==> config.mk <==
export PLATFORM = sky130hd
export DESIGN_NAME = i2c_master_top
export DESIGN_NICKNAME = d
export VERILOG_FILES = /design/src/verilog/i2c_pkg.sv /design/src/verilog/scl_phase_timer.sv /design/src/verilog/i2c_byte_shifter.sv /design/src/verilog/i2c_sequencer.sv /design/src/verilog/i2c_master_top.sv
export SDC_FILE = /design/constraint.sdc
export NUM_CORES = 1
export LEC_CHECK = 0
export ABC_AREA = 1
export BUFFER_PORTS_ARGS = -buffer_cell sky130_fd_sc_hd__buf_2
export CORE_ASPECT_RATIO = 0.75
export CORE_MARGIN = 2
export CORE_UTILIZATION = 45
export DETAILED_ROUTE_END_ITERATION = 7
export GPL_TIMING_DRIVEN = 0
export PLACE_DENSITY = 0.65
export RECOVER_POWER = 50
export REMOVE_ABC_BUFFERS = 1
export SYNTH_ARGS = -nofsm -noshare
export SYNTH_HDL_FRONTEND = slang
export SYNTH_HIERARCHICAL = 1
export SYNTH_SLANG_ARGS = --single-unit
==> constraint.sdc <==
create_clock -name clock -period 4.4 [get_ports clock]
set_input_delay 0.22 -clock clock [delete_from_list [all_inputs] [get_ports clock]]
set_output_delay 0.22 -clock clock [all_outputs]
set_load 0.1 [all_outputs]
==> src/verilog/i2c_pkg.sv <==
package i2c_pkg;

    ////////////////////////////////////////
    // widths
    ////////////////////////////////////////

    localparam int DATA_BITS      = 8;
    localparam int REG_ADDR_BITS  = 8;
    localparam int DEV_ADDR_BITS  = 7;
    localparam int DIVIDER_BITS   = 16;
    // room to count up to and including DATA_BITS
    localparam int BIT_COUNT_BITS = $clog2(DATA_BITS) + 1;

    ////////////////////////////////////////
    // request and state types
    ////////////////////////////////////////

    typedef struct packed {
        logic                     read;
        logic [DEV_ADDR_BITS-1:0] dev_addr;
        logic [REG_ADDR_BITS-1:0] reg_addr;
        logic [DATA_BITS-1:0]     write_data;
    } i2c_request_t;

    // quarter phases of one SCL bit period
    typedef enum logic [1:0] {
        PH_SETUP = 2'd0,
        PH_RISE  = 2'd1,
        PH_HIGH  = 2'd2,
        PH_FALL  = 2'd3
    } scl_phase_t;

    typedef enum logic [3:0] {
        ST_IDLE       = 4'd0,
        ST_START      = 4'd1,
        ST_DEV_ADDR_W = 4'd2,
        ST_REG_ADDR   = 4'd3,
        ST_WRITE_DATA = 4'd4,
        ST_RESTART    = 4'd5,
        ST_DEV_ADDR_R = 4'd6,
        ST_READ_DATA  = 4'd7,
        ST_CHECK_ACK  = 4'd8,
        ST_SEND_NACK  = 4'd9,
        ST_STOP       = 4'd10
    } seq_state_t;

endpackage

==> src/verilog/scl_phase_timer.sv <==
`timescale 1ns/1ps

module scl_phase_timer import i2c_pkg::*; (
    input  logic                    clock,
    input  logic                    reset_n,
    input  logic                    run,
    input  logic [DIVIDER_BITS-1:0] divider,
    input  logic                    scl_in,
    output logic                    phase_tick,
    output scl_phase_t              phase
);

    logic [DIVIDER_BITS-1:0] count;
    scl_phase_t              next_phase;

    // one tick every divider+1 clocks
    // a divider of at least 1 keeps SDA edges clear of SCL edges
    assign phase_tick = run && (count == divider);

    always_comb begin
        case (phase)
            PH_SETUP: begin
                next_phase = PH_RISE;
            end
            PH_RISE: begin
                next_phase = PH_HIGH;
            end
            PH_HIGH: begin
                // target stretching, wait for SCL to actually go high
                next_phase = scl_in ? PH_FALL : PH_HIGH;
            end
            default: begin
                next_phase = PH_SETUP;
            end
        endcase
    end

    always_ff @(posedge clock) begin
        if (!reset_n || !run) begin
            count <= '0;
            phase <= PH_SETUP;
        end else if (phase_tick) begin
            count <= '0;
            phase <= next_phase;
        end else begin
            count <= count + 1'b1;
        end
    end

endmodule

==> src/verilog/i2c_byte_shifter.sv <==
`timescale 1ns/1ps

module i2c_byte_shifter import i2c_pkg::*; (
    input  logic                 clock,
    input  logic                 reset_n,
    input  logic                 load,
    input  logic [DATA_BITS-1:0] load_byte,
    input  logic                 shift,
    input  logic                 sample,
    input  logic                 sda_in,
    output logic                 tx_bit,
    output logic                 byte_done,
    output logic [DATA_BITS-1:0] rx_byte
);

    logic [DATA_BITS-1:0]      shift_reg;
    logic [BIT_COUNT_BITS-1:0] bit_count;

    ////////////////////////////////////////
    // data path
    ////////////////////////////////////////

    // msb first in both directions
    always_ff @(posedge clock) begin
        if (load) begin
            shift_reg <= load_byte;
        end else if (sample) begin
            shift_reg <= {shift_reg[DATA_BITS-2:0], sda_in};
        end else if (shift) begin
            // fill with ones so SDA idles released
            shift_reg <= {shift_reg[DATA_BITS-2:0], 1'b1};
        end
    end

    assign tx_bit  = shift_reg[DATA_BITS-1];
    assign rx_byte = shift_reg;

    ////////////////////////////////////////
    // bit counter
    ////////////////////////////////////////

    always_ff @(posedge clock) begin
        if (!reset_n) begin
            bit_count <= '0;
        end else if (load) begin
            bit_count <= '0;
        end else if (shift || sample) begin
            bit_count <= bit_count + 1'b1;
        end
    end

    assign byte_done = (bit_count == BIT_COUNT_BITS'(DATA_BITS));

endmodule

==> src/verilog/i2c_sequencer.sv <==
`timescale 1ns/1ps

module i2c_sequencer import i2c_pkg::*; (
    input  logic                 clock,
    input  logic                 reset_n,
    input  logic                 start,
    input  i2c_request_t         held_request,
    input  logic                 phase_tick,
    input  scl_phase_t           phase,
    input  logic                 tx_bit,
    input  logic                 byte_done,
    input  logic [DATA_BITS-1:0] rx_byte,
    input  logic                 sda_in,
    output logic                 run,
    output logic                 load,
    output logic [DATA_BITS-1:0] load_byte,
    output logic                 shift,
    output logic                 sample,
    output logic                 scl_oe,
    output logic                 sda_oe,
    output logic                 busy,
    output logic                 nack,
    output logic [DATA_BITS-1:0] read_data
);

    seq_state_t state;
    seq_state_t next_state;
    seq_state_t ack_return;
    seq_state_t follow_state;
    logic       was_high;
    logic       fall_entry;
    logic       bit_end;
    logic       sending;
    logic       sda_next;

    assign run  = (state != ST_IDLE);
    assign busy = run;

    // SCL released only for the high and fall quarters
    assign scl_oe = run && (phase == PH_SETUP || phase == PH_RISE);

    assign bit_end = phase_tick && (phase == PH_FALL);
    // first clock after the high quarter, SCL is known to be high here
    assign fall_entry = was_high && (phase == PH_FALL);

    assign sending = state inside {ST_DEV_ADDR_W, ST_REG_ADDR, ST_WRITE_DATA, ST_DEV_ADDR_R};
    assign shift   = fall_entry && sending;
    assign sample  = fall_entry && (state == ST_READ_DATA);

    ////////////////////////////////////////
    // next state
    ////////////////////////////////////////

    always_comb begin
        next_state = state;
        case (state)
            ST_IDLE: begin
                if (start) begin
                    next_state = ST_START;
                end
            end
            ST_START: begin
                if (bit_end) begin
                    next_state = ST_DEV_ADDR_W;
                end
            end
            ST_RESTART: begin
                if (bit_end) begin
                    next_state = ST_DEV_ADDR_R;
                end
            end
            ST_DEV_ADDR_W, ST_REG_ADDR, ST_WRITE_DATA, ST_DEV_ADDR_R: begin
                if (bit_end && byte_done) begin
                    next_state = ST_CHECK_ACK;
                end
            end
            ST_CHECK_ACK: begin
                if (bit_end) begin
                    next_state = nack ? ST_STOP : ack_return;
                end
            end
            ST_READ_DATA: begin
                if (bit_end && byte_done) begin
                    next_state = ST_SEND_NACK;
                end
            end
            ST_SEND_NACK: begin
                if (bit_end) begin
                    next_state = ST_STOP;
                end
            end
            ST_STOP: begin
                if (bit_end) begin
                    next_state = ST_IDLE;
                end
            end
            default: begin
                next_state = ST_IDLE;
            end
        endcase
    end

    // where to go once the acknowledge is good
    always_comb begin
        case (state)
            ST_DEV_ADDR_W: follow_state = ST_REG_ADDR;
            ST_REG_ADDR:   follow_state = held_request.read ? ST_RESTART : ST_WRITE_DATA;
            ST_DEV_ADDR_R: follow_state = ST_READ_DATA;
            default:       follow_state = ST_STOP;
        endcase
    end

    // shifter is loaded on entry to each byte state
    always_comb begin
        case (next_state)
            ST_DEV_ADDR_W: load_byte = {held_request.dev_addr, 1'b0};
            ST_DEV_ADDR_R: load_byte = {held_request.dev_addr, 1'b1};
            ST_REG_ADDR:   load_byte = held_request.reg_addr;
            ST_WRITE_DATA: load_byte = held_request.write_data;
            default:       load_byte = '0;
        endcase
    end

    assign load = (next_state != state) && (next_state inside
        {ST_DEV_ADDR_W, ST_REG_ADDR, ST_WRITE_DATA, ST_DEV_ADDR_R, ST_READ_DATA});

    ////////////////////////////////////////
    // SDA drive
    ////////////////////////////////////////

    // registered, so SDA moves one clock after the phase boundary
    always_comb begin
        case (state)
            ST_START, ST_RESTART: begin
                // falls while SCL is high
                sda_next = (phase == PH_FALL);
            end
            ST_STOP: begin
                // rises while SCL is high
                sda_next = (phase != PH_FALL);
            end
            ST_DEV_ADDR_W, ST_REG_ADDR, ST_WRITE_DATA, ST_DEV_ADDR_R: begin
                sda_next = (phase == PH_SETUP) ? !tx_bit : sda_oe;
            end
            default: begin
                // ack, read data and nack leave SDA released
                sda_next = 1'b0;
            end
        endcase
    end

    always_ff @(posedge clock) begin
        if (!reset_n) begin
            state      <= ST_IDLE;
            ack_return <= ST_STOP;
            was_high   <= 1'b0;
            sda_oe     <= 1'b0;
            nack       <= 1'b0;
            read_data  <= '0;
        end else begin
            state    <= next_state;
            was_high <= (phase == PH_HIGH);
            sda_oe   <= sda_next;
            if (sending) begin
                ack_return <= follow_state;
            end
            if (state == ST_IDLE && start) begin
                nack <= 1'b0;
            end else if (state == ST_CHECK_ACK && fall_entry && sda_in) begin
                nack <= 1'b1;
            end
            if (state == ST_READ_DATA && bit_end && byte_done) begin
                read_data <= rx_byte;
            end
        end
    end

endmodule

==> src/verilog/i2c_master_top.sv <==
`timescale 1ns/1ps

module i2c_master_top import i2c_pkg::*; (
    input  logic                    clock,
    input  logic                    reset_n,
    input  logic                    enable,
    input  i2c_request_t            request,
    input  logic [DIVIDER_BITS-1:0] divider,
    input  logic                    scl_in,
    input  logic                    sda_in,
    output logic                    busy,
    output logic [DATA_BITS-1:0]    read_data,
    output logic                    nack,
    output logic                    scl_oe,
    output logic                    sda_oe
);

    logic                 start;
    i2c_request_t         held_request;
    logic                 phase_tick;
    scl_phase_t           phase;
    logic                 run;
    logic                 load;
    logic [DATA_BITS-1:0] load_byte;
    logic                 shift;
    logic                 sample;
    logic                 tx_bit;
    logic                 byte_done;
    logic [DATA_BITS-1:0] rx_byte;

    // enable is ignored while a transfer is in flight
    assign start = enable && !busy;

    always_ff @(posedge clock) begin
        if (start) begin
            held_request <= request;
        end
    end

    ////////////////////////////////////////
    // timer, shifter, sequencer
    ////////////////////////////////////////

    scl_phase_timer phase_timer0 (
        .clock      (clock),
        .reset_n    (reset_n),
        .run        (run),
        .divider    (divider),
        .scl_in     (scl_in),
        .phase_tick (phase_tick),
        .phase      (phase)
    );

    i2c_byte_shifter shifter0 (
        .clock     (clock),
        .reset_n   (reset_n),
        .load      (load),
        .load_byte (load_byte),
        .shift     (shift),
        .sample    (sample),
        .sda_in    (sda_in),
        .tx_bit    (tx_bit),
        .byte_done (byte_done),
        .rx_byte   (rx_byte)
    );

    i2c_sequencer sequencer0 (
        .clock        (clock),
        .reset_n      (reset_n),
        .start        (start),
        .held_request (held_request),
        .phase_tick   (phase_tick),
        .phase        (phase),
        .tx_bit       (tx_bit),
        .byte_done    (byte_done),
        .rx_byte      (rx_byte),
        .sda_in       (sda_in),
        .run          (run),
        .load         (load),
        .load_byte    (load_byte),
        .shift        (shift),
        .sample       (sample),
        .scl_oe       (scl_oe),
        .sda_oe       (sda_oe),
        .busy         (busy),
        .nack         (nack),
        .read_data    (read_data)
    );

endmodule

* Yosys cells after proc, flatten, opt, wreduce, memory -nomap -nowiden *
Index checks and enable logic that the tools add are counted.

storage, ports and cells
  output and inout bits = 12
  flip-flop bits (word level) = 73
  input port bits = 45

cells by class
  reduce and logical (&&, ||, !) cells = 31
  bitwise operators = 1
  eq/ne operators = 23
  $add $sub $neg = 2
  muxes and demuxes = 20

operators by type and width
  cell                     number
  $mux W4                  9
  $pmux W4 S8              1
  $pmux W8 S4              1
  $eq A4 B3 Y1 const B     7
  $mux W8                  3
  $add A16 B1 Y16 const B  1
  $eq A16 B16 Y1           1
  $eq A4 B2 Y1 const B     4
  $eq A4 B4 Y1 const B     4
  $logic_and A1 B1 Y1      14
  $pmux W4 S3              1
  $reduce_bool A4 Y1       2
  $reduce_or A2 Y1         4
  $pmux W2 S3              1
  $reduce_bool A5 Y1       1
  $add A4 B1 Y4 const B    1
  $eq A2 B2 Y1 const B     2
  $eq A4 B1 Y1 const B     1
  $logic_not A4 Y1         1
  $ne A2 B2 Y1 const B     2
  $ne A4 B4 Y1             1
  $reduce_or A4 Y1         1
  $logic_not A1 Y1         3
  $logic_or A1 B1 Y1       3
  6 further kinds          8

* Longest topological paths before layout *
  word-level depth = 10
  gate-level depth with buffers = 24

* By module *
The synthesis kept the hierarchy.

modules (own cells, without submodules)
  module            area an instance (sq um)  cells an instance  instances
  scl_phase_timer   1307.5                    200                1
  i2c_sequencer     1262.5                    197                1
  i2c_master_top    730.7                     26                 1
  i2c_byte_shifter  573.0                     66                 1

* Worst setup path before layout *
Ideal clock, no wire load.

  path kind = register to register
  start point = register sequencer0.state[3]
  end point = register shifter0.shift_reg[0], in the netlist shifter0/rx_byte[0] (enable)
  cell stages (with the launch flop) = 17
  setup time = 0.329 ns
  path slack = 0.866 ns
  arrival = 3.205 ns
  data required time = 4.071 ns
  cell sequence = dfxtp_1 > nor2_1 > inv_1 > nor2_1 > inv_1 > nor2_2 > nand3_1 > nand2_1 > nor2_4 > nand3_4 > nand2_4 > nor3_1 > nor2_1 > nor2_1 > buf_6 > inv_2 > nand2_1

RTL lines
  what                                          RTL line                RTL
  from (decl)                                   i2c_sequencer.sv:26     seq_state_t state;
  from (signal assigned)                        i2c_sequencer.sv:161    state <= next_state;
  $reduce_bool A4 Y1 *                          i2c_sequencer.sv:36     assign run = (state != ST_IDLE);
  net busy                                      i2c_master_top.sv:11    output logic busy,
  $logic_not A1 Y1 *                            i2c_master_top.sv:32    assign start = enable && !busy;
  $logic_and A1 B1 Y1 *                         i2c_master_top.sv:32
  net start                                     i2c_master_top.sv:18    logic start;
  $mux W4 *                                     i2c_sequencer.sv:58     if (start) begin
  $pmux W4 S8 *                                 i2c_sequencer.sv:56     case (state)
  $eq A4 B2 Y1 or $eq A4 B3 Y1 (tied branches)  i2c_sequencer.sv:124    assign load = (next_state != state) && (next_state inside
  $reduce_bool A5 Y1                            i2c_sequencer.sv:124
  $logic_and A1 B1 Y1 *                         i2c_sequencer.sv:124
  net load                                      i2c_master_top.sv:23    logic load;
  $reduce_bool A3 Y1 (no line) *                n/a
  to (signal assigned)                          i2c_byte_shifter.sv:26  shift_reg <= load_byte;
  to (signal assigned)                          i2c_byte_shifter.sv:28  shift_reg <= {shift_reg[DATA_BITS-2:0], sda_in};
  to (signal assigned)                          i2c_byte_shifter.sv:31  shift_reg <= {shift_reg[DATA_BITS-2:0], 1'b1};
  to (decl)                                     i2c_byte_shifter.sv:16  logic [DATA_BITS-1:0] shift_reg;

The timed path passes the listed nets; every way through them passes the cells marked *.
A chain may end at the register's enable or synchronous reset.

* Worst setup path in the final report *
  start point = register sequencer0.state[2]
  end point = register shifter0.shift_reg[1], in the netlist shifter0/rx_byte[1] (enable)

RTL lines
  what                                          RTL line
  $reduce_bool A4 Y1 *                          i2c_sequencer.sv:36
  $logic_not A1 Y1 *                            i2c_master_top.sv:32
  $logic_and A1 B1 Y1 *                         i2c_master_top.sv:32
  net start                                     i2c_master_top.sv:18
  $mux W4 *                                     i2c_sequencer.sv:58
  $pmux W4 S8 *                                 i2c_sequencer.sv:56
  $eq A4 B2 Y1 or $eq A4 B3 Y1 (tied branches)  i2c_sequencer.sv:124
  $reduce_bool A5 Y1                            i2c_sequencer.sv:124
  $logic_and A1 B1 Y1 *                         i2c_sequencer.sv:124
  net load                                      i2c_master_top.sv:23
  $reduce_bool A3 Y1 (no line) *                n/a

Marks and branches as above.

==> impl_results.rst <==
.. list-table::
   :header-rows: 1

   * - Metric
     - Value
   * - I/O pin count
     - 57
   * - Count of endpoints failing setup in the final report
     - 0
   * - Via count of the first global-routing pass
     - 3051
   * - Fraction of the mapped netlist area in simple logic gates
     - 35.6%
   * - Clock network latency to the later pin of the worst-skew pair
     - 0.34 ns
   * - Quantity of I/O buffers inserted on ports
     - 56
   * - EDFF count, synth
     - 32
   * - Final core utilization
     - 53.1%
   * - Parity-gate share of the synthesized area counting xor and xnor cells
     - 3.13%
   * - Share of layout cells above drive strength 1
     - 19.5%
   * - Hold WC Path Type
     - in -> reg
   * - Syn Inst Count
     - 489
   * - Actual transition at the worst max-transition pin
     - 1.16 ns
   * - Number of violations of the max-capacitance limit
     - 0
   * - Part of the total power dissipated in sequential elements
     - 48.5%
   * - Fraction of synthesized area in multiplexers
     - 0%
   * - CTS Hold Bufs
     - 0
   * - Number of sinks driven by the clock tree
     - 73
   * - Detailed Route Iter0 Violations
     - 168
   * - Yosys top cell by area
     - sky130_fd_sc_hd__edfxtp_1
   * - RSZ-0062 raised after global routing
     - no
   * - Placeable core region
     - 8420 um2
   * - Total net switching power
     - 0.368 mW
   * - Post-CTS setup buffer count
     - 0
   * - Drt via density
     - 4.78
   * - Worst path slowest cell
     - sky130_fd_sc_hd__nor2_4
   * - Class of the most critical setup path
     - reg -> reg
   * - Final WS setup
     - 0.565 ns
   * - Routed vias
     - 3166
   * - Post-synthesis area per instance
     - 7.92 um2
   * - Antenna diode instance count
     - 0
   * - Largest vdd supply drop
     - 254 uV
   * - Clock power share
     - 44.5%
   * - Number of H-tree levels
     - 3
   * - Biggest area contributors in the synthesized netlist
     - sky130_fd_sc_hd__edfxtp_1 (25%), sky130_fd_sc_hd__dfxtp_1 (21%), sky130_fd_sc_hd__nand2_1 (13%), sky130_fd_sc_hd__nor2_1 (6.1%), sky130_fd_sc_hd__inv_1 (5.2%)
   * - Die Area
     - 9370 um2
   * - Overall die width
     - 111 um
   * - Share of the synthesized area in the top cell type
     - 24.8%
   * - Starting density of the core
     - 46.0%
   * - Setup TNS Final
     - 0 ns
   * - TritonCTS clock tree
     - yes
   * - Pre-CTS WS
     - 0.0757 ns
   * - Worst-path clk slew
     - 0.06 ns
   * - Normalized max-slew margin
     - 22.7%
   * - Most instantiated flip-flop cell in the synthesis netlist
     - sky130_fd_sc_hd__dfxtp_1
   * - Number of nets with antenna violations after routing
     - 0
   * - DRC viols
     - 0
   * - Critical path required time
     - 4.40 ns
   * - Cts bufs inserted
     - 9
   * - Cell repeated most along the worst path
     - sky130_fd_sc_hd__nor2_1
   * - Post-DR wirelength/cell
     - 12.3 um
   * - Number of antenna violations at the first check in global routing
     - 0
   * - Wirelength, routed
     - 8170 um
   * - Run status
     - finished, final reports clean
   * - Worst Path Max Fanout
     - 25
   * - Final hold violation count
     - 0
   * - Post-Syn Area
     - 3870 um2
   * - Chip Height
     - 84.4 um
   * - Commonest cells in the synthesized netlist
     - sky130_fd_sc_hd__nand2_1 (133), sky130_fd_sc_hd__nor2_1 (63), sky130_fd_sc_hd__inv_1 (54), sky130_fd_sc_hd__dfxtp_1 (41), sky130_fd_sc_hd__edfxtp_1 (32)
   * - Std cell rows
     - 29
   * - Synth Area in Compound Gates
     - 5.20%
   * - Unique cell type count in the Yosys netlist
     - 40
   * - Aggregate global-route resource usage
     - 18.6%
   * - Cell-internal power
     - 1.15 mW
   * - Worst hold margin
     - 0.0568 ns
   * - Maximum number of pins on one net before global-route repair
     - 26
   * - Cell-by-cell listing of the critical path
     - nor2_1 > inv_1 > nor2_1 > inv_1 > nor2_4 > nand3_1 > nand2_1 > nor2_4 > nand3_4 > nand2_4 > nor3_1 > nor2_1 > nor2_1 > inv_2 > nand2_1
   * - Remaining Overflow, GRT
     - 0
   * - Final GP Congestion
     - 0.887
   * - Critical Path End Type
     - flop
   * - Async SR Flop Fraction
     - 0%
   * - Period minus WS final
     - 3.83 ns
   * - Global-route wire length before repair
     - 13900 um
   * - Most frequent cell after synthesis
     - sky130_fd_sc_hd__nand2_1
   * - Switching power share of the total
     - 24.3%
   * - Highest attainable clock frequency
     - 0.261 GHz
   * - Total iterations of the first detailed-routing run
     - 4
   * - PD cells
     - 339 nW/um2
   * - Final HPWL DP
     - 6330 um
   * - Max Buffers Root-to-Sink
     - 2
   * - CP max stage delay
     - 0.61 ns
   * - Number of warnings printed during yosys synthesis
     - 6
   * - Combinational power share
     - 7.0%
   * - Fin nets
     - 601
   * - Number of synthesized register bits
     - 73
   * - Number of standard cells in the layout, taps in and fillers out
     - 663
   * - Layout area overhead
     - 15.4%
   * - Part of the Yosys area used for sequential elements
     - 46.0%
   * - Dominant combinational cell family by area after synthesis
     - simple AND/OR/NAND/NOR gates
   * - Worst Setup Start Kind
     - flop
   * - Final worst path period share
     - 87.2%
   * - Number of pins with negative max-slew slack in the final report
     - 0
   * - Max Clock Skew
     - 0.00924 ns
   * - Arrival time reported for the critical path endpoint
     - 3.83 ns
   * - Adder-cell share of the synthesized area
     - 1.94%
   * - Inst Count DP
     - 647
   * - Leakage power summed over all cells
     - 1.91 nW
   * - Buffer cell driving the clock tree root
     - sky130_fd_sc_hd__clkbuf_16
-- metal layers --
metal	track usage (%)	wire length, um	vias to the layer above
li1	-	-	1683
met1	26.9	4360	1407
met2	27.3	3290	66
met3	5.05	415	10
met4	5.72	103	0
met5	0	0	-
-- kinds of logic after synthesis --
logic type                 after synthesis
buffers and inverters                   73
adders and majority gates                6
xor gates and xnor gates                13
DFF                                     73
AOI/OAI and AO/OA                       35
and+or+nand+nor                        289
-- layout by cell type, fill, tap and decap left out, types with 3 or more instances in the layout --
| cell | instances |
|---|---|
| sky130_fd_sc_hd__clkbuf_16 | 9 |
| sky130_fd_sc_hd__nor2_4 | 4 |
| sky130_fd_sc_hd__inv_1 | 56 |
| sky130_fd_sc_hd__nand2_2 | 5 |
| sky130_fd_sc_hd__o21ai_0 | 11 |
| sky130_fd_sc_hd__nand3_1 | 32 |
| sky130_fd_sc_hd__nand3_4 | 3 |
| sky130_fd_sc_hd__nor2_1 | 65 |
| sky130_fd_sc_hd__a21oi_1 | 14 |
| sky130_fd_sc_hd__inv_2 | 10 |
| sky130_fd_sc_hd__dfxtp_1 | 41 |
| sky130_fd_sc_hd__nand4_1 | 13 |
| sky130_fd_sc_hd__clkbuf_1 | 12 |
| sky130_fd_sc_hd__nand2_1 | 134 |
| sky130_fd_sc_hd__ha_1 | 6 |
| sky130_fd_sc_hd__edfxtp_1 | 32 |
| sky130_fd_sc_hd__xnor2_1 | 5 |
| sky130_fd_sc_hd__nor2_2 | 17 |
| sky130_fd_sc_hd__buf_2 | 44 |
| sky130_fd_sc_hd__xor2_1 | 7 |
| sky130_fd_sc_hd__clkinvlp_4 | 3 |
| sky130_fd_sc_hd__nor3_1 | 5 |
-- sequential cells by signal, indices dropped and copies added, names as in the netlist --
name / count
held_request: 24
phase_timer0/count: 16
sequencer0/read_data: 8
shifter0/rx_byte: 8
sequencer0/ack_return: 4
sequencer0/state: 4
shifter0/bit_count: 4
phase_timer0/phase: 2
sequencer0/nack: 1
sequencer0/sda_oe: 1
sequencer0/was_high: 1
-- worst max-delay path: cells and delay by family, from the launching register on --
family | cells | cell delay [ns]
DFF | 1 | 0.37
and+or+nand+nor | 12 | 2.70
buffers and inverters | 3 | 0.43
-- per-stage QoR --
step                      instance area, um2  power (mW)
after floorplan                         3810       0.816
final                                   4470        1.51
after global placement                  4230       0.855
after global routing                    4470        1.58
after CTS                               4510        1.53
after detailed placement                4230       0.856
-- layout make-up --
type | count | area [um2]
Clock buffer | 9 | 225
Clock inverter | 7 | 53.8
Fill cell | 826 | 3950
Inverter | 67 | 253
Multi-Input combinational cell | 343 | 1760
Sequential cell | 73 | 1780
Tap cell | 108 | 135
Timing Repair Buffer | 56 | 265
-- power by group through the flow --
stage	registers, mW	clock network (mW)	logic [mW]
global route	0.737	0.723	0.117
global placement	0.749	0	0.105
floorplan	0.747	0	0.0685
detailed placement	0.750	0	0.106
CTS	0.735	0.692	0.107
finish	0.735	0.674	0.106
-- path summary, 6_finish.rpt --
check	depth (start not counted)	from	slack, ns	end
worst min-delay path	1	request[18]	0.06	held_request[18]$_DFFE_PP_
worst max register to register	15	sequencer0/state[2]$_SDFF_PN0_	0.57	shifter0/rx_byte[1]$_DFFE_PP_
worst max-delay path	15	sequencer0/state[2]$_SDFF_PN0_	0.57	shifter0/rx_byte[1]$_DFFE_PP_
worst min register to register	2	sequencer0/ack_return[2]$_SDFFE_PN0P_	0.49	sequencer0/ack_return[2]$_SDFFE_PN0P_
-- what timing repair did --
action,in CTS,in global routing
endpoints found under the setup margin,0,16
hold endpoints to repair,0,0
resized for setup,0,1
(Power assumes the default switching activity.)
